===== config.mk =====
export PLATFORM = sky130hd
export DESIGN_NAME = pmu_top
export DESIGN_NICKNAME = d
export VERILOG_FILES = /design/src/hdl/pmu_pkg.sv /design/src/hdl/pmu_top.sv /design/src/hdl/pmu_pwr_seq.sv /design/src/hdl/pmu_mode_fsm.sv /design/src/hdl/pmu_wake_ctrl.sv /design/src/hdl/pmu_event_timer.sv /design/src/hdl/pmu_apb_regs.sv
export SDC_FILE = /design/constraint.sdc
export NUM_CORES = 1
export LEC_CHECK = 0
export BUFFER_PORTS_ARGS = -buffer_cell sky130_fd_sc_hd__clkbuf_2
export CAP_MARGIN = 5
export CORE_MARGIN = 10
export CORE_UTILIZATION = 29
export DETAILED_ROUTE_END_ITERATION = 6
export GPL_TIMING_DRIVEN = 0
export PLACE_DENSITY = 0.56
export SLEW_MARGIN = 20
export SYNTH_ARGS = -nofsm -noshare
export SYNTH_HDL_FRONTEND = slang
export SYNTH_HIERARCHICAL = 1
export SYNTH_SLANG_ARGS = --single-unit
export TNS_END_PERCENT = 20

===== constraint.sdc =====
create_clock -name i_pmu_clk -period 7.4 [get_ports i_pmu_clk]
set_input_delay 1.11 -clock i_pmu_clk [delete_from_list [all_inputs] [get_ports i_pmu_clk]]
set_output_delay 1.11 -clock i_pmu_clk [all_outputs]
set_load 0.02 [all_outputs]

===== src/hdl/pmu_pkg.sv =====
// pmu shared definitions: bus widths, register map, bit positions and fsm states
package pmu_pkg;

  // ------------------------------
  // apb bus types
  // ------------------------------
  typedef logic [11:0] apb_addr_t;
  typedef logic [31:0] apb_data_t;

  // register offsets
  localparam apb_addr_t ADDR_CTRL     = 12'h000;
  localparam apb_addr_t ADDR_CNT_LOAD = 12'h004;
  localparam apb_addr_t ADDR_LP_MODE  = 12'h008;

  // control register bits, bit 2 is reserved but stored
  localparam int CTRL_WIC_EN   = 0;
  localparam int CTRL_EVENT_EN = 1;
  localparam int CTRL_CNT_EN   = 3;
  localparam int CTRL_RD_W     = 4;

  // ------------------------------
  // low-power mode register bits
  // ------------------------------
  localparam int LP_NORMAL   = 0;
  localparam int LP_CLK_SLOW = 1;
  localparam int LP_CLK_OFF  = 2;
  localparam int LP_RET_OFF  = 3;
  localparam int LP_PWR_OFF  = 4;

  // cpu running, anything else asks for sleep
  localparam logic [1:0] LPMD_RUN = 2'b11;

  typedef enum logic [2:0] {
    NORMAL         = 3'd0,
    LIGHT_SLP      = 3'd1,
    LSLP_TO_NORMAL = 3'd2,
    DEEP_SLP       = 3'd3,
    DSLP_TO_NORMAL = 3'd4
  } pmu_state_t;

endpackage

===== src/hdl/pmu_top.sv =====
// pmu top level: apb registers, event timer, wakeup logic, mode fsm and power sequencer
`timescale 1ns/100ps

module pmu_top #(
  parameter int CNT_W    = 32,
  parameter int SEQ_STEP = 32
) (
  input  logic               i_pmu_clk,
  input  logic               pad_cpu_rst_b,
  input  logic               i_psel,
  input  logic               i_penable,
  input  logic               i_pwrite,
  input  pmu_pkg::apb_addr_t i_paddr,
  input  pmu_pkg::apb_data_t i_pwdata,
  output pmu_pkg::apb_data_t o_prdata,
  input  logic [1:0]         i_lpmd_b,
  input  logic               i_intraw_vld,
  output logic               o_gate_en0,
  output logic               o_gate_en1,
  output logic               o_cpu_pwr_on,
  output logic               o_cpu_iso_in,
  output logic               o_cpu_iso_out,
  output logic               o_cpu_save,
  output logic               o_cpu_restore
);

  logic                         wic_en;
  logic                         event_en;
  logic                         cnt_en;
  logic [CNT_W-1:0]             cnt_load;
  logic [CNT_W-1:0]             cnt_value;
  logic [pmu_pkg::LP_PWR_OFF:0] lp_mode;
  logic                         fsm_normal;
  logic                         timer_event;
  logic                         wakeup;
  pmu_pkg::pmu_state_t          state;
  logic                         in_req;
  logic                         out_req;
  logic                         in_done;
  logic                         out_done;

  // ------------------------------
  // register and timer path
  // ------------------------------
  pmu_apb_regs #(.CNT_W(CNT_W)) u_regs (
    .i_pmu_clk     (i_pmu_clk),
    .pad_cpu_rst_b (pad_cpu_rst_b),
    .i_psel        (i_psel),
    .i_penable     (i_penable),
    .i_pwrite      (i_pwrite),
    .i_paddr       (i_paddr),
    .i_pwdata      (i_pwdata),
    .i_fsm_normal  (fsm_normal),
    .i_cnt_value   (cnt_value),
    .o_prdata      (o_prdata),
    .o_wic_en      (wic_en),
    .o_event_en    (event_en),
    .o_cnt_en      (cnt_en),
    .o_cnt_load    (cnt_load),
    .o_lp_mode     (lp_mode)
  );

  pmu_event_timer #(.CNT_W(CNT_W)) u_timer (
    .i_pmu_clk     (i_pmu_clk),
    .pad_cpu_rst_b (pad_cpu_rst_b),
    .i_cnt_en      (cnt_en),
    .i_cnt_load    (cnt_load),
    .o_cnt_value   (cnt_value),
    .o_event       (timer_event)
  );

  pmu_wake_ctrl u_wake (
    .i_pmu_clk     (i_pmu_clk),
    .pad_cpu_rst_b (pad_cpu_rst_b),
    .i_lpmd_b      (i_lpmd_b),
    .i_intraw_vld  (i_intraw_vld),
    .i_event       (timer_event),
    .i_wic_en      (wic_en),
    .i_event_en    (event_en),
    .o_wakeup      (wakeup)
  );

  // mode control and deep-sleep sequencing
  pmu_mode_fsm u_fsm (
    .i_pmu_clk     (i_pmu_clk),
    .pad_cpu_rst_b (pad_cpu_rst_b),
    .i_lpmd_b      (i_lpmd_b),
    .i_lp_mode     (lp_mode),
    .i_wakeup      (wakeup),
    .i_in_done     (in_done),
    .i_out_done    (out_done),
    .o_state       (state),
    .o_fsm_normal  (fsm_normal),
    .o_gate_en0    (o_gate_en0),
    .o_gate_en1    (o_gate_en1),
    .o_in_req      (in_req),
    .o_out_req     (out_req)
  );

  pmu_pwr_seq #(.SEQ_STEP(SEQ_STEP)) u_seq (
    .i_pmu_clk     (i_pmu_clk),
    .pad_cpu_rst_b (pad_cpu_rst_b),
    .i_state       (state),
    .i_in_req      (in_req),
    .i_out_req     (out_req),
    .o_cpu_pwr_on  (o_cpu_pwr_on),
    .o_cpu_iso_in  (o_cpu_iso_in),
    .o_cpu_iso_out (o_cpu_iso_out),
    .o_cpu_save    (o_cpu_save),
    .o_cpu_restore (o_cpu_restore),
    .o_in_done     (in_done),
    .o_out_done    (out_done)
  );

endmodule


===== src/hdl/pmu_pwr_seq.sv =====
// pmu deep-sleep power sequencer for isolation, save, power and restore
`timescale 1ns/100ps

module pmu_pwr_seq #(
  parameter int SEQ_STEP = 32
) (
  input  logic                i_pmu_clk,
  input  logic                pad_cpu_rst_b,
  input  pmu_pkg::pmu_state_t i_state,
  input  logic                i_in_req,
  input  logic                i_out_req,
  output logic                o_cpu_pwr_on,
  output logic                o_cpu_iso_in,
  output logic                o_cpu_iso_out,
  output logic                o_cpu_save,
  output logic                o_cpu_restore,
  output logic                o_in_done,
  output logic                o_out_done
);

  // counter runs one past the last step before it stops
  localparam int STEP_W = $clog2(3 * SEQ_STEP + 2);

  localparam logic [STEP_W-1:0] STEP_ONE     = STEP_W'(SEQ_STEP);
  localparam logic [STEP_W-1:0] STEP_RESTORE = STEP_W'(SEQ_STEP + 1);
  localparam logic [STEP_W-1:0] STEP_TWO     = STEP_W'(2 * SEQ_STEP);
  localparam logic [STEP_W-1:0] STEP_THREE   = STEP_W'(3 * SEQ_STEP);

  logic              step_en;
  logic [STEP_W-1:0] step_cnt;

  // ------------------------------
  // step counter
  // ------------------------------
  always_ff @(posedge i_pmu_clk or negedge pad_cpu_rst_b)
  begin
    if (!pad_cpu_rst_b)
      step_en <= 1'b0;
    else if (i_in_req || i_out_req)
      step_en <= 1'b1;
    else if (o_in_done || o_out_done)
      step_en <= 1'b0;
  end

  always_ff @(posedge i_pmu_clk or negedge pad_cpu_rst_b)
  begin
    if (!pad_cpu_rst_b)
      step_cnt <= '0;
    else if (step_en)
      step_cnt <= step_cnt + 1'b1;
    else
      step_cnt <= '0;
  end

  // ------------------------------
  // power control outputs
  // ------------------------------
  always_ff @(posedge i_pmu_clk or negedge pad_cpu_rst_b)
  begin
    if (!pad_cpu_rst_b)
    begin
      o_cpu_pwr_on  <= 1'b1;
      o_cpu_iso_in  <= 1'b0;
      o_cpu_iso_out <= 1'b0;
      o_cpu_save    <= 1'b0;
      o_cpu_restore <= 1'b0;
      o_in_done     <= 1'b0;
      o_out_done    <= 1'b0;
    end
    else if (i_state == pmu_pkg::DEEP_SLP)
    begin
      // entry: isolate, save state, then cut power
      o_cpu_restore <= 1'b0;
      o_out_done    <= 1'b0;
      o_cpu_save    <= (step_cnt == STEP_TWO);
      if (step_cnt == STEP_ONE)
      begin
        o_cpu_iso_in  <= 1'b1;
        o_cpu_iso_out <= 1'b1;
      end
      else if (step_cnt == STEP_THREE)
      begin
        o_cpu_pwr_on <= 1'b0;
        o_in_done    <= 1'b1;
      end
    end
    else if (i_state == pmu_pkg::DSLP_TO_NORMAL)
    begin
      // exit: power up, restore, then release isolation
      o_cpu_save    <= 1'b0;
      o_in_done     <= 1'b0;
      o_cpu_restore <= (step_cnt == STEP_RESTORE);
      if (step_cnt == STEP_ONE)
        o_cpu_pwr_on <= 1'b1;
      else if (step_cnt == STEP_TWO)
      begin
        o_cpu_iso_in  <= 1'b0;
        o_cpu_iso_out <= 1'b0;
      end
      else if (step_cnt == STEP_THREE)
        o_out_done <= 1'b1;
    end
  end

endmodule


===== src/hdl/pmu_mode_fsm.sv =====
// pmu mode fsm: normal, light sleep and deep sleep with clock gate control
`timescale 1ns/100ps

module pmu_mode_fsm (
  input  logic                         i_pmu_clk,
  input  logic                         pad_cpu_rst_b,
  input  logic [1:0]                   i_lpmd_b,
  input  logic [pmu_pkg::LP_PWR_OFF:0] i_lp_mode,
  input  logic                         i_wakeup,
  input  logic                         i_in_done,
  input  logic                         i_out_done,
  output pmu_pkg::pmu_state_t          o_state,
  output logic                         o_fsm_normal,
  output logic                         o_gate_en0,
  output logic                         o_gate_en1,
  output logic                         o_in_req,
  output logic                         o_out_req
);

  pmu_pkg::pmu_state_t state_q;
  pmu_pkg::pmu_state_t state_d;
  logic                run_req;
  logic                light_sel;
  logic                deep_sel;

  assign run_req   = (i_lpmd_b == pmu_pkg::LPMD_RUN);
  assign light_sel = i_lp_mode[pmu_pkg::LP_CLK_SLOW] || i_lp_mode[pmu_pkg::LP_CLK_OFF];
  assign deep_sel  = i_lp_mode[pmu_pkg::LP_RET_OFF] || i_lp_mode[pmu_pkg::LP_PWR_OFF];

  always_ff @(posedge i_pmu_clk or negedge pad_cpu_rst_b)
  begin
    if (!pad_cpu_rst_b)
      state_q <= pmu_pkg::NORMAL;
    else
      state_q <= state_d;
  end

  // ------------------------------
  // next state
  // ------------------------------
  always_comb
  begin
    state_d = state_q;
    case (state_q)
      pmu_pkg::NORMAL:
      begin
        // normal bit wins, then light, then deep
        if (i_lp_mode[pmu_pkg::LP_NORMAL])
          state_d = pmu_pkg::NORMAL;
        else if (light_sel && !run_req)
          state_d = pmu_pkg::LIGHT_SLP;
        else if (deep_sel && !run_req)
          state_d = pmu_pkg::DEEP_SLP;
      end
      pmu_pkg::LIGHT_SLP:
        if (i_wakeup)
          state_d = pmu_pkg::LSLP_TO_NORMAL;
      pmu_pkg::LSLP_TO_NORMAL:
        if (run_req)
          state_d = pmu_pkg::NORMAL;
      pmu_pkg::DEEP_SLP:
        // wakeup waits for the entry sequence to finish
        if (i_wakeup && i_in_done)
          state_d = pmu_pkg::DSLP_TO_NORMAL;
      pmu_pkg::DSLP_TO_NORMAL:
        if (run_req && i_out_done)
          state_d = pmu_pkg::NORMAL;
      default:
        state_d = pmu_pkg::NORMAL;
    endcase
  end

  // sequencer kick pulses
  always_ff @(posedge i_pmu_clk or negedge pad_cpu_rst_b)
  begin
    if (!pad_cpu_rst_b)
    begin
      o_in_req  <= 1'b0;
      o_out_req <= 1'b0;
    end
    else
    begin
      o_in_req  <= (state_q == pmu_pkg::NORMAL) && (state_d == pmu_pkg::DEEP_SLP);
      o_out_req <= (state_q == pmu_pkg::DEEP_SLP) && (state_d == pmu_pkg::DSLP_TO_NORMAL);
    end
  end

  // gate_en0 slows the clock, gate_en1 stops it
  assign o_gate_en0 = (state_q == pmu_pkg::LIGHT_SLP) && i_lp_mode[pmu_pkg::LP_CLK_SLOW];
  assign o_gate_en1 = ((state_q == pmu_pkg::LIGHT_SLP) && i_lp_mode[pmu_pkg::LP_CLK_OFF]) ||
                      ((state_q == pmu_pkg::DEEP_SLP) && i_lp_mode[pmu_pkg::LP_RET_OFF]);

  assign o_state      = state_q;
  assign o_fsm_normal = (state_q == pmu_pkg::NORMAL);

endmodule


===== src/hdl/pmu_wake_ctrl.sv =====
// pmu wakeup qualification from the interrupt line and timer events
`timescale 1ns/100ps

module pmu_wake_ctrl (
  input  logic       i_pmu_clk,
  input  logic       pad_cpu_rst_b,
  input  logic [1:0] i_lpmd_b,
  input  logic       i_intraw_vld,
  input  logic       i_event,
  input  logic       i_wic_en,
  input  logic       i_event_en,
  output logic       o_wakeup
);

  logic sleep_req;
  logic evt_pending;
  logic evt_wakeup;
  logic wic_wakeup;

  assign sleep_req = (i_lpmd_b != pmu_pkg::LPMD_RUN);

  // ------------------------------
  // pending event latch
  // ------------------------------
  always_ff @(posedge i_pmu_clk or negedge pad_cpu_rst_b)
  begin
    if (!pad_cpu_rst_b)
      evt_pending <= 1'b0;
    else if (i_event && sleep_req)
      evt_pending <= 1'b1;
    else if (!sleep_req)
      evt_pending <= 1'b0;
  end

  assign evt_wakeup = evt_pending && i_event_en;

  // interrupt only matters while sleep is requested
  assign wic_wakeup = i_intraw_vld && i_wic_en && sleep_req;

  assign o_wakeup = evt_wakeup || wic_wakeup;

endmodule


===== src/hdl/pmu_event_timer.sv =====
// pmu event timer: reloading down-counter with a one-cycle event at zero
`timescale 1ns/100ps

module pmu_event_timer #(
  parameter int CNT_W = 32
) (
  input  logic             i_pmu_clk,
  input  logic             pad_cpu_rst_b,
  input  logic             i_cnt_en,
  input  logic [CNT_W-1:0] i_cnt_load,
  output logic [CNT_W-1:0] o_cnt_value,
  output logic             o_event
);

  logic cnt_en_q;
  logic load_en;
  logic evt_cond;
  logic evt_q;

  // reload on enable rising edge and on every zero
  assign load_en  = (i_cnt_en && !cnt_en_q) || (o_cnt_value == '0);
  assign evt_cond = (o_cnt_value == '0) && i_cnt_en;

  always_ff @(posedge i_pmu_clk or negedge pad_cpu_rst_b)
  begin
    if (!pad_cpu_rst_b)
    begin
      cnt_en_q    <= 1'b0;
      evt_q       <= 1'b0;
      o_cnt_value <= '0;
    end
    else
    begin
      cnt_en_q <= i_cnt_en;
      evt_q    <= evt_cond;
      if (load_en)
        o_cnt_value <= i_cnt_load;
      else if (i_cnt_en)
        o_cnt_value <= o_cnt_value - 1'b1;
    end
  end

  // first cycle of the zero condition only
  assign o_event = evt_cond && !evt_q;

endmodule


===== src/hdl/pmu_apb_regs.sv =====
// pmu apb register block: control, timer reload and low-power mode registers
`timescale 1ns/100ps

module pmu_apb_regs #(
  parameter int CNT_W = 32
) (
  input  logic                             i_pmu_clk,
  input  logic                             pad_cpu_rst_b,
  input  logic                             i_psel,
  input  logic                             i_penable,
  input  logic                             i_pwrite,
  input  pmu_pkg::apb_addr_t               i_paddr,
  input  pmu_pkg::apb_data_t               i_pwdata,
  input  logic                             i_fsm_normal,
  input  logic [CNT_W-1:0]                 i_cnt_value,
  output pmu_pkg::apb_data_t               o_prdata,
  output logic                             o_wic_en,
  output logic                             o_event_en,
  output logic                             o_cnt_en,
  output logic [CNT_W-1:0]                 o_cnt_load,
  output logic [pmu_pkg::LP_PWR_OFF:0]     o_lp_mode
);

  logic [pmu_pkg::CTRL_RD_W-1:0] ctrl_q;
  logic                          wr_en;

  // access phase of a write transfer
  assign wr_en = i_psel && i_penable && i_pwrite;

  // ------------------------------
  // write decode
  // ------------------------------
  always_ff @(posedge i_pmu_clk or negedge pad_cpu_rst_b)
  begin
    if (!pad_cpu_rst_b)
    begin
      ctrl_q     <= '0;
      o_cnt_load <= '0;
      o_lp_mode  <= '0;
    end
    else if (wr_en)
    begin
      case (i_paddr)
        pmu_pkg::ADDR_CTRL:     ctrl_q     <= i_pwdata[pmu_pkg::CTRL_RD_W-1:0];
        pmu_pkg::ADDR_CNT_LOAD: o_cnt_load <= i_pwdata[CNT_W-1:0];
        pmu_pkg::ADDR_LP_MODE:
        begin
          // mode only changes while the cpu is fully awake
          if (i_fsm_normal)
            o_lp_mode <= i_pwdata[pmu_pkg::LP_PWR_OFF:0];
        end
        default: ;
      endcase
    end
  end

  // ------------------------------
  // read mux
  // ------------------------------
  always_comb
  begin
    o_prdata = '0;
    if (i_psel && !i_pwrite)
    begin
      case (i_paddr)
        pmu_pkg::ADDR_CTRL:     o_prdata = pmu_pkg::apb_data_t'(ctrl_q);
        // live count, not the reload value
        pmu_pkg::ADDR_CNT_LOAD: o_prdata = pmu_pkg::apb_data_t'(i_cnt_value);
        pmu_pkg::ADDR_LP_MODE:  o_prdata = pmu_pkg::apb_data_t'(o_lp_mode);
        default:                o_prdata = '0;
      endcase
    end
  end

  assign o_wic_en   = ctrl_q[pmu_pkg::CTRL_WIC_EN];
  assign o_event_en = ctrl_q[pmu_pkg::CTRL_EVENT_EN];
  assign o_cnt_en   = ctrl_q[pmu_pkg::CTRL_CNT_EN];

endmodule


==> results of run 1 <==
-- final timing paths --
check	slack, ns	startpoint	endpoint	cells after the start
min	0.44	u_fsm/o_out_req	u_seq/step_en	1
max in group asynchronous	6.13	pad_cpu_rst_b	u_seq/o_cpu_pwr_on	2
min in group asynchronous	0.66	pad_cpu_rst_b	u_seq/o_cpu_iso_out	1
max reg2reg	4.30	u_timer/o_cnt_value[0]	u_timer/o_cnt_value[19]	9
min reg2reg	0.44	u_fsm/o_out_req	u_seq/step_en	1
max	3.40	i_paddr[7]	o_prdata[27]	7
-- logic make-up after synthesis --
group                      Yosys count
AOI/OAI and AO/OA                  121
DFF                                 95
adders and majority gates            5
muxes                               50
buffers and inverters               41
and+or+nand+nor                    219
xor gates and xnor gates             6
-- stage by stage --
stage	power [mW]	setup slack [ns]	utilization	cell area (um^2)	hold WS [ns]
3_3_place_gp	1.152	3.308	0.3325	6198	0.4203
4_1_cts	1.610	3.286	0.3492	6510	0.4467
3_5_place_dp	1.161	3.290	0.3344	6235	0.4207
2_1_floorplan	0.9964	4.050	-	5465	0.4127
5_1_grt	1.696	3.174	0.3492	6510	0.4603
6_report	1.607	3.396	0.3492	6510	0.4448
-- sequential cells by signal, indices dropped and copies added (netlist names), 3 cells and up --
register	cells
u_timer/o_cnt_value	32
u_seq/step_cnt	7
u_regs/ctrl_q	4
u_regs/o_cnt_load	32
u_regs/o_lp_mode	5
u_fsm/o_state	3
-- layer usage --
metal  part of all wire  up-vias  global-route usage
met5                  0        -                   0
met2               0.48      156              0.2288
li1                   -     2194                   -
met4              0.014        0             0.03606
met1               0.44     2286              0.1736
met3              0.063       18             0.04203
-- cell type report --
type / count / area, um^2
Buffer: 29 / 180.2
Clock buffer: 10 / 229.0
Clock inverter: 6 / 46.29
Fill cell: 1930 / 12130
Inverter: 12 / 45.04
Multi-Input combinational cell: 401 / 2861
Sequential cell: 95 / 2379
Tap cell: 234 / 292.8
Timing Repair Buffer: 89 / 476.7
-- placed cells by master (no fill, tap or decap), types with 10 or more instances in the layout --
master / instances
nor2_1: 25
nor3_1: 27
clkbuf_1: 15
and2_1: 39
dfrtp_1: 94
nor4_1: 10
o21ai_0: 18
mux2_2: 39
nand2_1: 32
clkbuf_2: 87
nand3_1: 10
inv_1: 12
a21oi_1: 26
-- power by group through the flow --
stage / combinational [mW] / sequential, mW / clock, mW
global placement: 0.467 / 0.685 / 0
finish: 0.487 / 0.679 / 0.441
detailed placement: 0.473 / 0.689 / 0
global route: 0.525 / 0.695 / 0.476
floorplan: 0.343 / 0.654 / 0
CTS: 0.475 / 0.679 / 0.456
==> impl_metrics.tcl, run 1 <==
set metrics [dict create \
    fin_skew_ns 0.01149 \
    path_max_fanout 10 \
    start_kind "input port" \
    clk_latency_ns 0.36 \
    firstDrtPassIters 5 \
    fmax_mhz 249.7 \
    drive_gt1_frac 0.3037 \
    fin_crit_sh 0.5411 \
    yosysMostFrequentCell "dfrtp_1" \
    fp-row-count 50 \
    synth.cell_area_um2 5465 \
    antenna_found_initial 0 \
    synthAdderAreaFrac 0.01145 \
    arrival_ns 2.89 \
    grt_pass1_vias 4936 \
    tritoncts "done" \
    grt_pass1_wl_um 27020 \
    num_antenna_cells 0 \
    peakVddDrop_mv 0.1163 \
    io_buffers 88 \
    dieArea_um2 24740 \
    p_leak_nw 3.029 \
    finalHoldViolCount 0 \
    final_nets 694 \
    synth_compound_area_frac 0.1575 \
    wl_um 17200 \
    worstMarginPinSlew_ns 0.8737 \
    slew_headroom 0.4131 \
    syn_to_final_growth_pct 19.12 \
    die_y_um 157.3 \
    status "complete, no violations" \
    clk_pin_slew_ns 0.07 \
    core-area_um2 18640 \
    p_switching_uw 608.2 \
    synth_top_family_by_area "simple AND/OR/NAND/NOR gates" \
    yosysTopAreaCellShare 0.4304 \
    muxShareOfSynthArea 0.1044 \
    syn_inst 537 \
    slowest_delay_ns 0.42 \
    synth_area_leaders "dfrtp_1 43%, mux2_2 8.0%, and2_1 4.5%, nor3_1 2.5%, a21oi_1 2.4%" \
    ys.flop_type "dfrtp_1" \
    cts-buffers-inserted 9 \
    holdBufCountCts 0 \
    cts_resized 0 \
    io_pins 91 \
    cp_common_cell "clkbuf_2" \
    setup_viol 0 \
    synth_xor_area_frac 0.009615 \
    critPathBufInv 3 \
    ant_nets 0 \
    syn_avg_cell_area_um2 10.18 \
    stdcell_count 876 \
    setup_tns_ns 0 \
    combPwrFrac 0.303 \
    synth_area_leader_cell "dfrtp_1" \
    worst-endpoint-required_ns 6.29 \
    rsz0062_at_grt "false" \
    avgViaCountPerCell 5.313 \
    globalRouteOverflowTotal 0 \
    cts-root-buf "clkbuf_16" \
    synthSimpleGateAreaFrac 0.2406 \
    syn_nets 594 \
    cts_max_level 3 \
    yosysWarnings 6 \
    path_cells "clkbuf_2 > nor4_2 > nand4_1 > nor2_2 > clkbuf_1 > and2_1 > clkbuf_2" \
    hp-class "reg -> reg" \
    ys_types 77 \
    clockPowerShare 0.274 \
    grt_start_max_net_pins 57 \
    cts_setup_buffers 0 \
    period_needed_ns 4.004 \
    crit_family "simple AND/OR/NAND/NOR gates" \
    drv_slew 0 \
    power_density_nw_per_um2 246.8 \
    ys_ff_latch 95 \
    yosys-top-cells-count "94 x dfrtp_1, 39 x and2_1, 39 x mux2_2, 32 x nand2_1, 27 x nor3_1" \
    wl_per_cell_um 19.63 \
    synthArstFlopShare 1.000 \
    place_hpwl_um 12780 \
    path_class "in -> out" \
    netSwitchingFraction 0.3785 \
    drcViolationCount 0 \
    die_w_um 157.3 \
    dp.cells 860 \
    synth_seq_area_share 0.4352 \
    power.internal_uw 998.5 \
    seq_power_share 0.422 \
    numClockSinks 95 \
    first_iter_violations 355 \
    start_util 0.2932 \
    synth-edff-count 0 \
    cap_violations 0 \
    cts_max_path_buffers 2 \
    slowest_stage "nor2_2" \
    track_usage 0.1391 \
    gp_congestion 0.9283 \
    vias 4654 \
    end_kind "output pin" \
]
No activity file was read; power rests on OpenSTA's default activity.
==> inputs of run 2 (changes only) <==
Settings changed: PLACE_DENSITY 0.56 to 0.57.
Clock period 7.4 ns to 3.37 ns, I/O delays scaled along.
==> impl_metrics.tcl, run 2 (same netlist as run 1, synthesis figures left out) <==
set metrics [dict create \
    gp_congestion 0.9264 \
    cts-buffers-inserted 9 \
    arrival_ns 3.25 \
    cts_max_level 3 \
    drive_gt1_frac 0.3022 \
    peakVddDrop_mv 0.2848 \
    io_buffers 88 \
    met3_usage 0.04230 \
    timing.rr.end "u_timer/o_cnt_value[19]" \
    cts-root-buf "clkbuf_16" \
    holdBufCountCts 0 \
    fin_skew_ns 0.01031 \
    cap_violations 0 \
    grt_pass1_vias 4667 \
    grt_start_max_net_pins 53 \
    cts_setup_buffers 0 \
    start_kind "flop" \
    cts_resized 0 \
    path_class "reg -> reg" \
    crit_family "simple AND/OR/NAND/NOR gates" \
    path_cells "clkbuf_1 > nor3_1 > and2_1 > clkbuf_1 > nand4_1 > clkbuf_1 > a21oi_1 > a21oi_1" \
    wl_um 16130 \
    fp-row-count 50 \
    worstMarginPinSlew_ns 0.8598 \
    globalRouteOverflowTotal 0 \
    antenna_found_initial 0 \
    clk_pin_slew_ns 0.07 \
    layout_common_cells "94 x dfrtp_1, 87 x clkbuf_2, 39 x and2_1, 39 x mux2_2, 32 x nand2_1" \
    ant_nets 0 \
    power_density_nw_per_um2 543.1 \
    drcViolationCount 0 \
    fmax_mhz 331.4 \
    final_common_cell "dfrtp_1" \
    numClockSinks 95 \
    wl_per_cell_um 18.42 \
    p_leak_nw 3.036 \
    start_util 0.2932 \
    setup_tns_ns 0 \
    grt_pass1_wl_um 25450 \
    r2r_cells 8 \
    holdWs_ns 0.07037 \
    core-area_um2 18640 \
    rsz0062_at_grt "false" \
    reg2reg_from "u_timer/o_cnt_value[9]" \
    first_iter_violations 318 \
    firstDrtPassIters 5 \
    period_needed_ns 3.017 \
    slew_headroom 0.4224 \
    vias 4641 \
    finalHoldViolCount 0 \
    fill_cells 1943 \
    avgViaCountPerCell 5.298 \
    worst-endpoint-required_ns 3.60 \
    placed_area_um2 6235 \
    seqCellArea_um2 2379 \
    reg2reg_slack_ns 0.35 \
    multiInputGateArea_um2 2861 \
    slowest_delay_ns 0.48 \
    die_w_um 157.3 \
    slowest_stage "nand4_1" \
    num_antenna_cells 0 \
    end_kind "flop" \
    pre_cts_slack_ns 0.4724 \
    hp-class "in -> async" \
    grt_busiest_layer "met2" \
    reg_top3 "u_regs/o_cnt_load x32, u_timer/o_cnt_value x32, u_seq/step_cnt x7" \
    die_y_um 157.3 \
    use_met2 0.2021 \
    status "complete, no violations" \
    dieArea_um2 24740 \
    track_usage 0.1309 \
    clk_latency_ns 0.35 \
    setup_viol 0 \
    crit_path_start "u_timer/o_cnt_value[9]" \
    syn_to_final_growth_pct 19.41 \
    finalWorstSetupSlack_ns 0.3528 \
    cp_common_cell "clkbuf_1" \
    use_met1 0.1691 \
    critPathBufInv 3 \
    tritoncts "done" \
    path_max_fanout 10 \
    drv_slew 0 \
    cts_max_path_buffers 2 \
    fin_crit_sh 0.8953 \
    fin_area_um2 6526 \
    final_nets 694 \
    io_pins 91 \
    place_hpwl_um 12130 \
]
==> run 2: cell count changes in the layout (fill, tap and decap cells not counted), sizes merged <==
cell | previous run | this run
clkinv | 3 | 1
clkbuf | 113 | 114
bufinv | 0 | 1
==> run 2: stage by stage <==
stage	total power, mW	util	instances
after floorplan	2.188	-	537
after global placement	2.515	0.3325	859
after detailed placement	2.524	0.3344	860
after CTS	3.562	0.3501	876
after global routing	3.741	0.3501	876
final	3.545	0.3501	876
==> run 2: final cells by class <==
type | count | area share
multi-input combinational | 401 | 0.4385
sequential | 95 | 0.3645
timing repair buffer | 89 | 0.07304
tap | 234 | 0.04486
clock buffer | 11 | 0.03566
buffer | 29 | 0.02761
clock inverter | 5 | 0.009011
inverter | 12 | 0.006902
==> run 2: layer usage <==
layer / vias to the layer above / share of wire / wire length, um
met3: 20 / 0.083 / 1339
met5: - / 0 / 0
li1: 2209 / - / -
met4: 0 / 0.020 / 321
met2: 183 / 0.45 / 7201
met1: 2229 / 0.45 / 7270
==> run 2: worst reg2reg max path: stages, from the launching register on <==
cell and delay, ns:
dfrtp_1 0.38, clkbuf_1 0.18, nor3_1 0.46, and2_1 0.20, clkbuf_1 0.37, nand4_1 0.49, clkbuf_1 0.48, a21oi_1 0.27
a21oi_1 0.06
==> run 2: worst max path at each step <==
stage / cells past startpoint / end
floorplan: 9 / u_timer/o_cnt_value[14]
detailed placement: 7 / o_prdata[22]
global placement: 9 / u_timer/o_cnt_value[19]
finish: 8 / u_timer/o_cnt_value[19]
global route: 8 / u_timer/o_cnt_value[19]
CTS: 7 / o_prdata[22]
==> run 2: where the power goes <==
group	total, mW	leakage [nW]	switching (mW)	internal [mW]
clock	1.02	0.136	0.442	0.577
combinational	1.04	1.61	0.630	0.412
sequential	1.48	1.29	0.206	1.28
total	3.54	3.04	1.28	2.27
